<file path="config.mk">
export PLATFORM = sky130hd
export DESIGN_NAME = dqla_dac_top
export DESIGN_NICKNAME = d
export VERILOG_FILES = /design/src/source/dqla_pkg.sv /design/src/source/current_cmd_regs.sv /design/src/source/dac_spi_shifter.sv /design/src/source/dac_update_ctrl.sv /design/src/source/dqla_dac_top.sv
export SDC_FILE = /design/constraint.sdc
export NUM_CORES = 1
export LEC_CHECK = 0
export ABC_AREA = 0
export CAP_MARGIN = 0
export CORE_AREA = 2 2 225 227
export CTS_BUF_LIST = sky130_fd_sc_hd__clkbuf_4
export DETAILED_ROUTE_END_ITERATION = 6
export DIE_AREA = 0 0 227 229
export DONT_BUFFER_PORTS = 1
export SYNTH_ARGS = -nofsm -noshare
export SYNTH_HDL_FRONTEND = slang
export SYNTH_SLANG_ARGS = --single-unit
</file>
<file path="constraint.sdc">
create_clock -name sysclk -period 33.3 [get_ports sysclk]
set_input_delay 3.33 -clock sysclk [delete_from_list [all_inputs] [get_ports sysclk]]
set_output_delay 3.33 -clock sysclk [all_outputs]
set_load 0.005 [all_outputs]
</file>
<file path="src/source/dqla_pkg.sv">
`default_nettype none

package dqla_pkg;

    // ------------------------------------------------------------------------
    // Board constants
    // ------------------------------------------------------------------------

    localparam int NUM_CHAINS      = 2;     // Serial DAC chains on the board
    localparam int CHANS_PER_CHAIN = 4;     // Quad DAC per chain
    localparam int NUM_CHAN        = 8;     // Motor channels 1..8
    localparam int FRAME_BITS      = 24;    // One quad DAC command word

    // ------------------------------------------------------------------------
    // Register address map
    // ------------------------------------------------------------------------

    // Address bits 15:12
    typedef enum logic [3:0] {
        ADDR_MAIN     = 4'd0,
        ADDR_PROM_QLA = 4'd5,
        ADDR_DS       = 4'd6,
        ADDR_WAVEFORM = 4'd8
    } addr_space_e;

    // Address bits 3:0, per channel
    typedef enum logic [3:0] {
        OFF_ADC_DATA     = 4'd0,
        OFF_DAC_CTRL     = 4'd1,    // Commanded current
        OFF_MOTOR_STATUS = 4'd12
    } reg_offset_e;

    typedef struct packed {
        addr_space_e space;     // 15:12
        logic [3:0]  spare;     // 11:8
        logic [3:0]  chan;      // 7:4, zero is the board channel
        reg_offset_e offset;    // 3:0
    } reg_addr_t;

    // ------------------------------------------------------------------------
    // Command and DAC frame types
    // ------------------------------------------------------------------------

    typedef logic [15:0] cur_cmd_t;

    // Entry 0 holds channel 1
    typedef cur_cmd_t [NUM_CHAN-1:0] cmd_bank_t;

    // Write to input register and update the output
    typedef enum logic [3:0] {
        DAC_WRITE_UPDATE = 4'b0011
    } dac_opcode_e;

    // Shifted out MSB first
    typedef struct packed {
        dac_opcode_e opcode;
        logic [3:0]  dac_addr;  // DAC A..D as 0..3
        cur_cmd_t    data;
    } dac_frame_t;

    // Entry chain*CHANS_PER_CHAIN + dac_addr
    typedef dac_frame_t [NUM_CHAINS*CHANS_PER_CHAIN-1:0] dac_batch_t;

endpackage

`default_nettype wire

</file>
<file path="src/source/current_cmd_regs.sv">
`timescale 1ns/1ps
`default_nettype none

module current_cmd_regs (
    input  wire                    sysclk,
    input  wire                    reset,

    // Host write bus
    input  wire dqla_pkg::reg_addr_t reg_waddr,
    input  wire [31:0]             reg_wdata,
    input  wire                    reg_wen,
    input  wire                    blk_wen,     // End of block write

    // Host read bus
    input  wire dqla_pkg::reg_addr_t reg_raddr,
    output logic [31:0]            reg_rdata,

    // Toward the DAC update controller
    output dqla_pkg::cmd_bank_t    cmd_bank,
    output logic                   update_request
);

    // ------------------------------------------------------------------------
    // Address decode
    // ------------------------------------------------------------------------

    // Main space, channel 1..8, DAC control offset
    function automatic logic is_cmd_addr(input dqla_pkg::reg_addr_t a);
        return (a.space == dqla_pkg::ADDR_MAIN) &&
               (a.chan != 4'd0) &&
               (a.chan <= 4'(dqla_pkg::NUM_CHAN)) &&
               (a.offset == dqla_pkg::OFF_DAC_CTRL);
    endfunction

    logic       waddr_hit;
    logic       raddr_hit;
    logic [2:0] wr_idx;     // Channel minus one
    logic [2:0] rd_idx;

    assign waddr_hit = is_cmd_addr(reg_waddr);
    assign raddr_hit = is_cmd_addr(reg_raddr);
    assign wr_idx    = 3'(reg_waddr.chan - 4'd1);
    assign rd_idx    = 3'(reg_raddr.chan - 4'd1);

    // ------------------------------------------------------------------------
    // Command storage
    // ------------------------------------------------------------------------

    always_ff @(posedge sysclk) begin
        if (reset) begin
            cmd_bank <= '0;                     // All channels at zero current
        end else if (reg_wen && waddr_hit) begin
            cmd_bank[wr_idx] <= reg_wdata[15:0];
        end
    end

    // Readback, zero-extended; unmapped addresses read 0
    assign reg_rdata = raddr_hit ? {16'd0, cmd_bank[rd_idx]} : 32'd0;

    // ------------------------------------------------------------------------
    // Update request
    // ------------------------------------------------------------------------

    // Block-write end marker aimed at a command register
    always_ff @(posedge sysclk) begin
        if (reset) begin
            update_request <= 1'b0;
        end else begin
            update_request <= blk_wen && waddr_hit;   // One-cycle pulse
        end
    end

    // Bus never issues a quadlet write and a block end together
    a_wen_exclusive : assert property (
        @(posedge sysclk) disable iff (reset)
        !(reg_wen && blk_wen)
    );

endmodule

`default_nettype wire

</file>
<file path="src/source/dac_spi_shifter.sv">
`timescale 1ns/1ps
`default_nettype none

module dac_spi_shifter #(
    parameter int SCLK_HALF_PERIOD = 2      // sysclk cycles per SCLK half period
) (
    input  wire                              sysclk,
    input  wire                              reset,

    // Handshake with the update controller
    input  wire                              batch_req,
    input  wire dqla_pkg::dac_batch_t        batch,
    output logic                             batch_ack,

    // DAC chains, shared SCLK
    output logic                             dac_sclk,
    output logic [dqla_pkg::NUM_CHAINS-1:0]  dac_mosi,
    output logic [dqla_pkg::NUM_CHAINS-1:0]  dac_csn
);

    localparam int NCH     = dqla_pkg::NUM_CHAINS;
    localparam int CPC     = dqla_pkg::CHANS_PER_CHAIN;
    localparam int FBITS   = dqla_pkg::FRAME_BITS;
    localparam int SR_BITS = CPC * FBITS;                   // 96 per chain
    localparam int HCW     = (SCLK_HALF_PERIOD > 1) ? $clog2(SCLK_HALF_PERIOD) : 1;

    typedef enum logic [1:0] {
        IDLE,       // Waiting for a batch
        SELECT,     // csn low, first bit set up
        SHIFT,      // SCLK toggling
        GAP         // csn high between frames
    } shift_state_e;

    shift_state_e       state;
    logic [HCW-1:0]     half_cnt;
    logic [4:0]         bit_cnt;    // Falling edges in frame, or gap halves
    logic [1:0]         frame_cnt;  // Current DAC address
    logic               half_done;
    logic               sclk_fall;

    logic [SR_BITS-1:0] shift_reg [NCH];

    assign half_done = (half_cnt == HCW'(SCLK_HALF_PERIOD - 1));
    assign sclk_fall = (state == SHIFT) && half_done && dac_sclk;

    // ------------------------------------------------------------------------
    // Frame sequencer
    // ------------------------------------------------------------------------

    always_ff @(posedge sysclk) begin
        if (reset) begin
            state     <= IDLE;
            half_cnt  <= '0;
            bit_cnt   <= '0;
            frame_cnt <= '0;
            batch_ack <= 1'b0;
            dac_sclk  <= 1'b0;
            dac_mosi  <= '0;
            dac_csn   <= '1;
        end else begin
            // Half-period pacing, restarted from idle
            if (state == IDLE || half_done) begin
                half_cnt <= '0;
            end else begin
                half_cnt <= half_cnt + 1'b1;
            end

            case (state)
                IDLE: begin
                    if (batch_req) begin
                        batch_ack <= 1'b1;          // Busy until the last gap ends
                        frame_cnt <= '0;
                        bit_cnt   <= '0;
                        dac_csn   <= '0;
                        for (int k = 0; k < NCH; k++) begin
                            dac_mosi[k] <= batch[k*CPC][FBITS-1];
                        end
                        state <= SELECT;
                    end
                end

                SELECT: begin
                    if (half_done) begin
                        dac_sclk <= 1'b1;           // First rising edge
                        state    <= SHIFT;
                    end
                end

                SHIFT: begin
                    if (half_done) begin
                        dac_sclk <= ~dac_sclk;
                        if (dac_sclk) begin
                            // Next bit right after the falling edge
                            for (int k = 0; k < NCH; k++) begin
                                dac_mosi[k] <= shift_reg[k][SR_BITS-2];
                            end
                            if (bit_cnt == 5'(FBITS - 1)) begin
                                bit_cnt <= '0;
                                dac_csn <= '1;      // Frame loads into the DAC
                                state   <= GAP;
                            end else begin
                                bit_cnt <= bit_cnt + 1'b1;
                            end
                        end
                    end
                end

                GAP: begin
                    if (half_done) begin
                        if (bit_cnt == 5'd1) begin  // Two half periods high
                            bit_cnt <= '0;
                            if (frame_cnt == 2'(CPC - 1)) begin
                                batch_ack <= 1'b0;
                                state     <= IDLE;
                            end else begin
                                frame_cnt <= frame_cnt + 1'b1;
                                dac_csn   <= '0;
                                state     <= SELECT;
                            end
                        end else begin
                            bit_cnt <= bit_cnt + 1'b1;
                        end
                    end
                end

                default: state <= IDLE;
            endcase
        end
    end

    // ------------------------------------------------------------------------
    // Per-chain shift registers
    // ------------------------------------------------------------------------

    // DAC address 0 sits at the top, so it goes out first
    always_ff @(posedge sysclk) begin
        if (state == IDLE && batch_req) begin
            for (int k = 0; k < NCH; k++) begin
                for (int f = 0; f < CPC; f++) begin
                    shift_reg[k][SR_BITS-1-f*FBITS -: FBITS] <= batch[k*CPC+f];
                end
            end
        end else if (sclk_fall) begin
            for (int k = 0; k < NCH; k++) begin
                shift_reg[k] <= shift_reg[k] << 1;
            end
        end
    end

    // Chains must stay framed together
    a_csn_equal : assert property (
        @(posedge sysclk) disable iff (reset)
        dac_csn[0] == dac_csn[NCH-1]
    );

    // No stray clock edges outside a frame
    a_sclk_idle_low : assert property (
        @(posedge sysclk) disable iff (reset)
        dac_csn[0] |-> !dac_sclk
    );

endmodule

`default_nettype wire

</file>
<file path="src/source/dac_update_ctrl.sv">
`timescale 1ns/1ps
`default_nettype none

module dac_update_ctrl (
    input  wire                     sysclk,
    input  wire                     reset,

    // From the command registers
    input  wire dqla_pkg::cmd_bank_t cmd_bank,
    input  wire                     update_request,

    // Four-phase handshake with the shifter
    input  wire                     batch_ack,      // Also the DAC busy flag
    output logic                    batch_req,
    output dqla_pkg::dac_batch_t    batch
);

    // ------------------------------------------------------------------------
    // Frame mapping
    // ------------------------------------------------------------------------

    // Channel c on chain k goes to DAC address c-1 of that chain
    function automatic dqla_pkg::dac_batch_t build_batch(input dqla_pkg::cmd_bank_t bank);
        dqla_pkg::dac_batch_t b;
        for (int i = 0; i < dqla_pkg::NUM_CHAN; i++) begin
            b[i].opcode   = dqla_pkg::DAC_WRITE_UPDATE;
            b[i].dac_addr = 4'(i % dqla_pkg::CHANS_PER_CHAIN);
            b[i].data     = bank[i];
        end
        return b;
    endfunction

    // ------------------------------------------------------------------------
    // Pending request and handshake
    // ------------------------------------------------------------------------

    logic pending;      // At most one request waits behind a busy shifter
    logic launch;

    // Shifter idle and no request already outstanding
    assign launch = pending && !batch_req && !batch_ack;

    always_ff @(posedge sysclk) begin
        if (reset) begin
            pending   <= 1'b0;
            batch_req <= 1'b0;
        end else begin
            // A request in the launch cycle is covered by this batch
            if (launch) begin
                pending <= 1'b0;
            end else if (update_request) begin
                pending <= 1'b1;                // Merges with any earlier one
            end

            if (launch) begin
                batch_req <= 1'b1;
            end else if (batch_req && batch_ack) begin
                batch_req <= 1'b0;              // Shifter has latched the batch
            end
        end
    end

    // Commands sampled in the launch cycle, held until the next launch
    always_ff @(posedge sysclk) begin
        if (launch) begin
            batch <= build_batch(cmd_bank);
        end
    end

    // Request is only withdrawn after the shifter answered
    a_req_held : assert property (
        @(posedge sysclk) disable iff (reset)
        $fell(batch_req) |-> $past(batch_ack)
    );

    // Shifter may latch at any cycle of the request
    a_batch_stable : assert property (
        @(posedge sysclk) disable iff (reset)
        batch_req |=> (!batch_req || $stable(batch))
    );

endmodule

`default_nettype wire

</file>
<file path="src/source/dqla_dac_top.sv">
`timescale 1ns/1ps
`default_nettype none

module dqla_dac_top #(
    parameter int SCLK_HALF_PERIOD = 2      // SCLK at sysclk/4 by default
) (
    input  wire                              sysclk,
    input  wire                              reset,

    // Host write bus
    input  wire dqla_pkg::reg_addr_t         reg_waddr,
    input  wire [31:0]                       reg_wdata,
    input  wire                              reg_wen,
    input  wire                              blk_wen,

    // Host read bus
    input  wire dqla_pkg::reg_addr_t         reg_raddr,
    output wire [31:0]                       reg_rdata,

    // Quad DAC chains, Q1 on bit 0, Q2 on bit 1
    output wire                              dac_sclk,
    output wire [dqla_pkg::NUM_CHAINS-1:0]   dac_mosi,
    output wire [dqla_pkg::NUM_CHAINS-1:0]   dac_csn,

    output wire                              dac_busy   // Batch in flight
);

    // ------------------------------------------------------------------------
    // Internal nets
    // ------------------------------------------------------------------------

    wire dqla_pkg::cmd_bank_t  cmd_bank;
    wire                       update_request;
    wire                       batch_req;
    wire dqla_pkg::dac_batch_t batch;

    // ------------------------------------------------------------------------
    // Command registers, update control, serial output
    // ------------------------------------------------------------------------

    current_cmd_regs u_cmd_regs (
        .sysclk         (sysclk),
        .reset          (reset),
        .reg_waddr      (reg_waddr),
        .reg_wdata      (reg_wdata),
        .reg_wen        (reg_wen),
        .blk_wen        (blk_wen),
        .reg_raddr      (reg_raddr),
        .reg_rdata      (reg_rdata),
        .cmd_bank       (cmd_bank),
        .update_request (update_request)
    );

    dac_update_ctrl u_update_ctrl (
        .sysclk         (sysclk),
        .reset          (reset),
        .cmd_bank       (cmd_bank),
        .update_request (update_request),
        .batch_ack      (dac_busy),         // Ack doubles as busy
        .batch_req      (batch_req),
        .batch          (batch)
    );

    dac_spi_shifter #(
        .SCLK_HALF_PERIOD (SCLK_HALF_PERIOD)
    ) u_spi_shifter (
        .sysclk         (sysclk),
        .reset          (reset),
        .batch_req      (batch_req),
        .batch          (batch),
        .batch_ack      (dac_busy),
        .dac_sclk       (dac_sclk),
        .dac_mosi       (dac_mosi),
        .dac_csn        (dac_csn)
    );

endmodule

`default_nettype wire

</file>
== Yosys cells after proc, flatten, opt, wreduce, memory -nomap -nowiden ==
Memory sizes are Yosys's and may differ from the RTL's.
Index checks and enable logic that the tools add are counted.

* $add $sub $neg: 5
* Magnitude comparators: 5
* Equal/unequal tests: 17
* Multiplexer cells: 51
* Bitwise logic cells: 3
* Reduce and logical (&&, ||, !) cells: 37

{| class="wikitable"
|+ Operators with widths
! operator !! number
|-
| two-way mux 96 bit || 2
|-
| bitwise mux 128 bit || 1
|-
| binary-select mux 16 bit (select 3 bit) || 1
|-
| demux 16 bit (select 3 bit) || 1
|-
| two-way mux 16 bit || 3
|-
| two-way mux 2 bit || 16
|-
| two-way mux 5 bit || 6
|-
| logical AND 1 bit || 15
|-
| case mux 5 bit (3 select lines) || 1
|-
| AND reduction 5 bit || 3
|-
| two-way mux 1 bit || 14
|-
| inequality test 2 x 1 -> 1 bit, second input constant || 6
|-
| equality test 4 x 1 -> 1 bit, second input constant || 2
|-
| less-or-equal comparator 4 bit, second input constant || 2
|-
| logical NOT 4 bit || 2
|-
| less-than comparator 3 x 4 -> 1 bit, second input constant || 2
|-
| case mux 2 bit (2 select lines) || 2
|-
| case mux 2 bit (4 select lines) || 1
|-
| AND reduction 8 bit || 1
|-
| nonzero test 2 bit || 4
|-
| nonzero test 4 bit || 2
|-
| AND reduction 7 bit || 1
|-
| equality test 2 bit, second input constant || 3
|-
| inequality test 2 bit, second input constant || 3
|-
| 19 further kinds || 24
|}

* Register bits after elaboration: 275
* Bits in writable memories: 192
* Input bits: 68
* Output and inout port bits: 38
* Logic and storage cells: 146
* Memories kept: 1

{| class="wikitable"
|+ Memory list
! memory !! words !! bits a word !! rd ports !! clocked after Yosys merged registers in !! write ports !! RTL line !! RTL
|-
| u_spi_shifter.shift_reg || 2 || 96 || 2 || 0 || 2 || dac_spi_shifter.sv:41 || <nowiki>logic [SR_BITS-1:0] shift_reg [NCH];</nowiki>
|}

== Depth between registers and ports, before layout ==
* Word-level depth: 7
* Mapped depth: 9
* Mapped depth without buffers: 6

== Hierarchy ==
A second synthesis with hierarchy kept.

* Cell total of the unflattened synthesis: 1676
* Area total of the unflattened synthesis: 20108.0 um^2

{| class="wikitable"
|+ Modules (own cells, without submodules)
! module !! instances !! cells each !! area each (um^2) !! seq. area each (um^2)
|-
| dac_spi_shifter || 1 || 886 || 9227.6 || 5985.7
|-
| current_cmd_regs || 1 || 589 || 6467.5 || 2582.5
|-
| dac_update_ctrl || 1 || 201 || 4413.0 || 3883.7
|}

== Worst setup path after synthesis ==
OpenSTA, ideal clock, no wires.

* Path type: reg2reg
* From: register u_spi_shifter.batch_ack
* To: register, netlist name u_update_ctrl.batch[0]
* Library setup time: 800 ps
* Arrival time: 9683 ps
* Data required time: 32500 ps
* Slack: 22817 ps
* Stages on the path, launching flop included: 2
* Path buffers: 0
* Clock period less this slack: 10483 ps
* Cells stage by stage: dfxtp_1 nor3b_1

* Cells in the longest elaborated chain, start to end: 2

{| class="wikitable"
|+ Ends and longest elaborated chain
! item !! RTL line !! RTL
|-
| start: declaration || dac_spi_shifter.sv:13 || <nowiki>output logic batch_ack,</nowiki>
|-
| start signal: assignment || dac_spi_shifter.sv:56 || <nowiki>batch_ack <= 1'b0;</nowiki>
|-
| start signal: assignment || dac_spi_shifter.sv:71 || <nowiki>batch_ack <= 1'b1;</nowiki>
|-
| start signal: assignment || dac_spi_shifter.sv:113 || <nowiki>batch_ack <= 1'b0;</nowiki>
|-
| logical NOT 1 bit || dac_update_ctrl.sv:41 || <nowiki>assign launch = pending && !batch_req && !batch_ack;</nowiki>
|-
| logical AND 1 bit || dac_update_ctrl.sv:41 ||
|-
| named net u_update_ctrl.launch || dac_update_ctrl.sv:38 || <nowiki>logic launch;</nowiki>
|}

The timed path passes the listed nets, and every way through them passes these cells.
A chain may end at the register's enable or synchronous reset.

== Worst setup path in the final report ==
* From: input reg_raddr[4] in the netlist's numbering
* To: output reg_rdata[4]

* Cells in the longest elaborated chain, start to end: 5
* Elaborated cells between the ends (all ways): 9
* Those cells by class: add/sub (1); order compare (1); mux (3); reduce/logical (4)

{| class="wikitable"
|+ Ends and longest elaborated chain
! item !! RTL line !! RTL
|-
| start: declaration || dqla_dac_top.sv:17 || <nowiki>input wire dqla_pkg::reg_addr_t reg_raddr,</nowiki>
|-
| branches (longest 4 deep; another with subtractor 3 x 1 -> 3 bit) || -- ||
|-
| two-way mux 16 bit * || current_cmd_regs.sv:58 || <nowiki>assign reg_rdata = raddr_hit ? {16'd0, cmd_bank[rd_idx]} : 32'd0;</nowiki>
|-
| end: declaration || dqla_dac_top.sv:18 || <nowiki>output wire [31:0] reg_rdata,</nowiki>
|}

Mark *: on every way between the ends. The select of a mux whose other input is x is not followed.

==> results.yml <==
status:
  status: "completed"
cells_and_area:
  nets: 1619
  nFillCells: 4670
  multiInputGateArea_um2: 5740
  layout_commonest_cell: "nand2_1"
  seqCellArea_um2: 12500
  area_delta_synth_final_pct: 11.2
  drive_gt1_share_pct: 16.9
  largest_reg_flops: 190
  fin_cells: 2315
  final_cell_mix: "452 x nand2_1, 316 x edfxtp_1, 187 x clkbuf_4"
sta:
  report.final.slew_viol_count: 0
  relSlewSlack_pct: 24.1
  skew_ns: 0.0490
  setup_viol: 0
  max_freq_mhz: 113
  fin_setup_tns_ns: 0
  fin_crit_ns: 8.89
  fin_crit_sh_pct: 26.7
  setup_ws_ns: 24.41
  rsz0062_at_grt: "false"
  worst_slew_pin_slew_ns: 1.14
  finalHoldViolCount: 0
worst_setup_path:
  cp-startpoint: "reg_raddr[4]"
  crit_type: "in -> out"
  endpoint_kind: "output port"
  max_stage_delay_ns: 0.87
  crit_chain: "inv_1, ha_1, nor2b_1, xnor2_1, nand3_1, a21oi_1"
  worstPathMaxFanout: 33
  crit_path_top_delay_cell: "a21oi_1"
  cp_data_arrival_time_ns: 5.56
  crit_required_ns: 29.97
  start_kind: "primary input"
  r2r_start: "u_spi_shifter.state[0]"
cts:
  cts_tree: "done"
  cts_root_buffer: "clkbuf_4"
  cts_hold_buf: 0
  clock_latency_ns: 0.83
  h-tree-depth: 3
  cts_buffers: 114
  post_cts_buffers: 0
  clk_path_buf_depth: 3
  clock-sinks: 464
  path_clk_slew_ns: 0.07
  ctsResizeCount: 0
drt:
  drc_errors: 0
  wl_um: 42000
  via_per_inst: 4.99
  dr.pass1.iters: 5
  ant_nets: 0
  drt-wirelength-per-cell_um: 18.1
  vias: 11500
  first_iter_violations: 923
floorplan:
  initial_core_util_pct: 37.6
  rows: 82
  dieArea_um2: 52000
  core_um2: 49700
  die_height_um: 229
  dieWidth_um: 227
  pin_count: 106
grt:
  grt_use_total_pct: 16.3
  grt.overflow.total: 0
  antenna_found_initial: 4
  grt_first_pass_wirelength_um: 64900
  grt_max_degree: 99
  grt_pass1_vias: 11600
yosys:
  synthFlopType: "edfxtp_1"
  synth-xor-area-share_pct: 0.188
  synth.area.top_cells: "edfxtp_1 51%, dfxtp_1 16%, nand2_1 9.1%"
  synth_compound_area_share_pct: 1.68
  synthAdderAreaFrac_pct: 0.804
  muxShareOfSynthArea_pct: 11.7
  ys_warn_count: 0
  async_reset_ff_share_pct: 0
  synth_area_per_cell_um2: 12.4
  syn-instance-count: 1503
  synth_cell_types: 53
  synth_top_cell_by_area: "edfxtp_1"
  syn_area_um2: 18700
  synth_top_family_by_area: "simple AND/OR/NAND/NOR gates"
  synthSimpleGateAreaFrac_pct: 15.9
  synth_top_area_share_pct: 50.8
  ys_ff_latch: 464
  yosysSeqAreaShare_pct: 66.7
  synth_edf_count: 316
placement:
  dp_hpwl_um: 23100
  dp_worst_setup_slack_ns: 24.53
  gp_congestion: 0.793
  portBuffers: 0
  dp.cells: 2095
power:
  pwr-share-clk_pct: 43.1
  leakage_nw: 8.09
  switching_share_pct: 22.7
  peakVddDrop_uv: 33.1
  p_int_uw: 883
  pwr-share-seq_pct: 53.6
  switchingPower_uw: 260
  power_density_nw_per_um2: 55.1
  comb_power_share_pct: 3.3
flow_run:
  cap_violations: 0
min_path:
  hold_class: "reg -> reg"
  worst_hold_startpoint: "u_cmd_regs.cmd_bank[16]"
==> through the flow <==
| stage | power (mW) | util [%] | hold slack (ns) | cell area [um^2] |
|---|---|---|---|---|
| detailed placement | 0.663 | 38.7 | 0.435 | 19200 |
| global route | 1.19 | 41.8 | 0.465 | 20800 |
| CTS | 1.16 | 41.8 | 0.431 | 20800 |
| global placement | 0.662 | 38.7 | 0.425 | 19200 |
| floorplan | 0.656 | - | 0.418 | 18700 |
| finish | 1.14 | 41.8 | 0.442 | 20800 |
==> cell families after synthesis <==
kind of cell	after synthesis
DFF	464
other	1
xor gates and xnor gates	4
adders and majority gates	12
buffers and inverters	122
muxes	176
AOI/OAI and AO/OA	52
and+or+nand+nor	672
==> cell usage after synthesis, types with 2 or more instances <==
library cell and n:
xnor2_1 3, a21oi_1 24, ha_1 12, mux4_2 32, or3_1 5, o21ai_0 8
nand3_1 121, nor4_1 3, and4_1 2, nand3b_1 3, nor4b_1 2, nor2b_1 5
nor4_4 2, clkbuf_1 74, nor3_1 3, mux2_2 16, buf_2 7, and3_1 40
nand2_2 3, buf_4 19, a31oi_1 4, nand2_1 454, nand2b_1 2, or4_1 3
nor2_1 12, mux2i_1 128, buf_1 5, and2_1 2, buf_6 4, edfxtp_1 316
inv_1 13, a21boi_0 3, a211oi_1 3, nand2_4 4, dfxtp_1 148
==> cell type report <==
type                    count  share of cell area, %
inverters                  13                  0.247
well taps                 672                   4.05
clock inverters            30                  0.753
flip-flops and latches    464                   60.0
clock buffers             187                   6.76
diodes                      3                 0.0362
multi-input cells         932                   27.7
repair buffers             14                  0.506
==> final timing paths <==
path | to | slack (ns) | cells past startpoint
worst min register to register | u_update_ctrl.batch[24] | 0.44 | 0
worst max-delay path | reg_rdata[4] | 24.41 | 6
worst max register to register | u_spi_shifter.shift_reg[0][9] | 28.99 | 6
worst min-delay path | u_update_ctrl.batch[24] | 0.44 | 0
==> worst max-delay path: cells and delay by family <==
kind	cells	cell delay [ns]
fa+ha+maj	1	0.18
compound gates	1	0.87
buf+inv	1	0.08
simple gates	2	0.94
xor+xnor	1	0.13
==> per-layer routing <==
layer	up-vias	wire [um]	track usage (%)
met4	2	878	6.09
met2	345	18100	23.6
met5	-	12	0
li1	5451	-	-
met1	5682	19800	22.9
met3	64	3130	4.95
==> power by group through the flow <==
stage | clock network [mW] | registers (mW) | logic [mW]
2_1_floorplan | 0 | 0.624 | 0.0314
3_3_place_gp | 0 | 0.626 | 0.0359
3_5_place_dp | 0 | 0.626 | 0.0373
4_1_cts | 0.506 | 0.613 | 0.0374
5_1_grt | 0.535 | 0.613 | 0.0413
6_report | 0.493 | 0.613 | 0.0377
No activity file was read; power rests on OpenSTA's default activity.
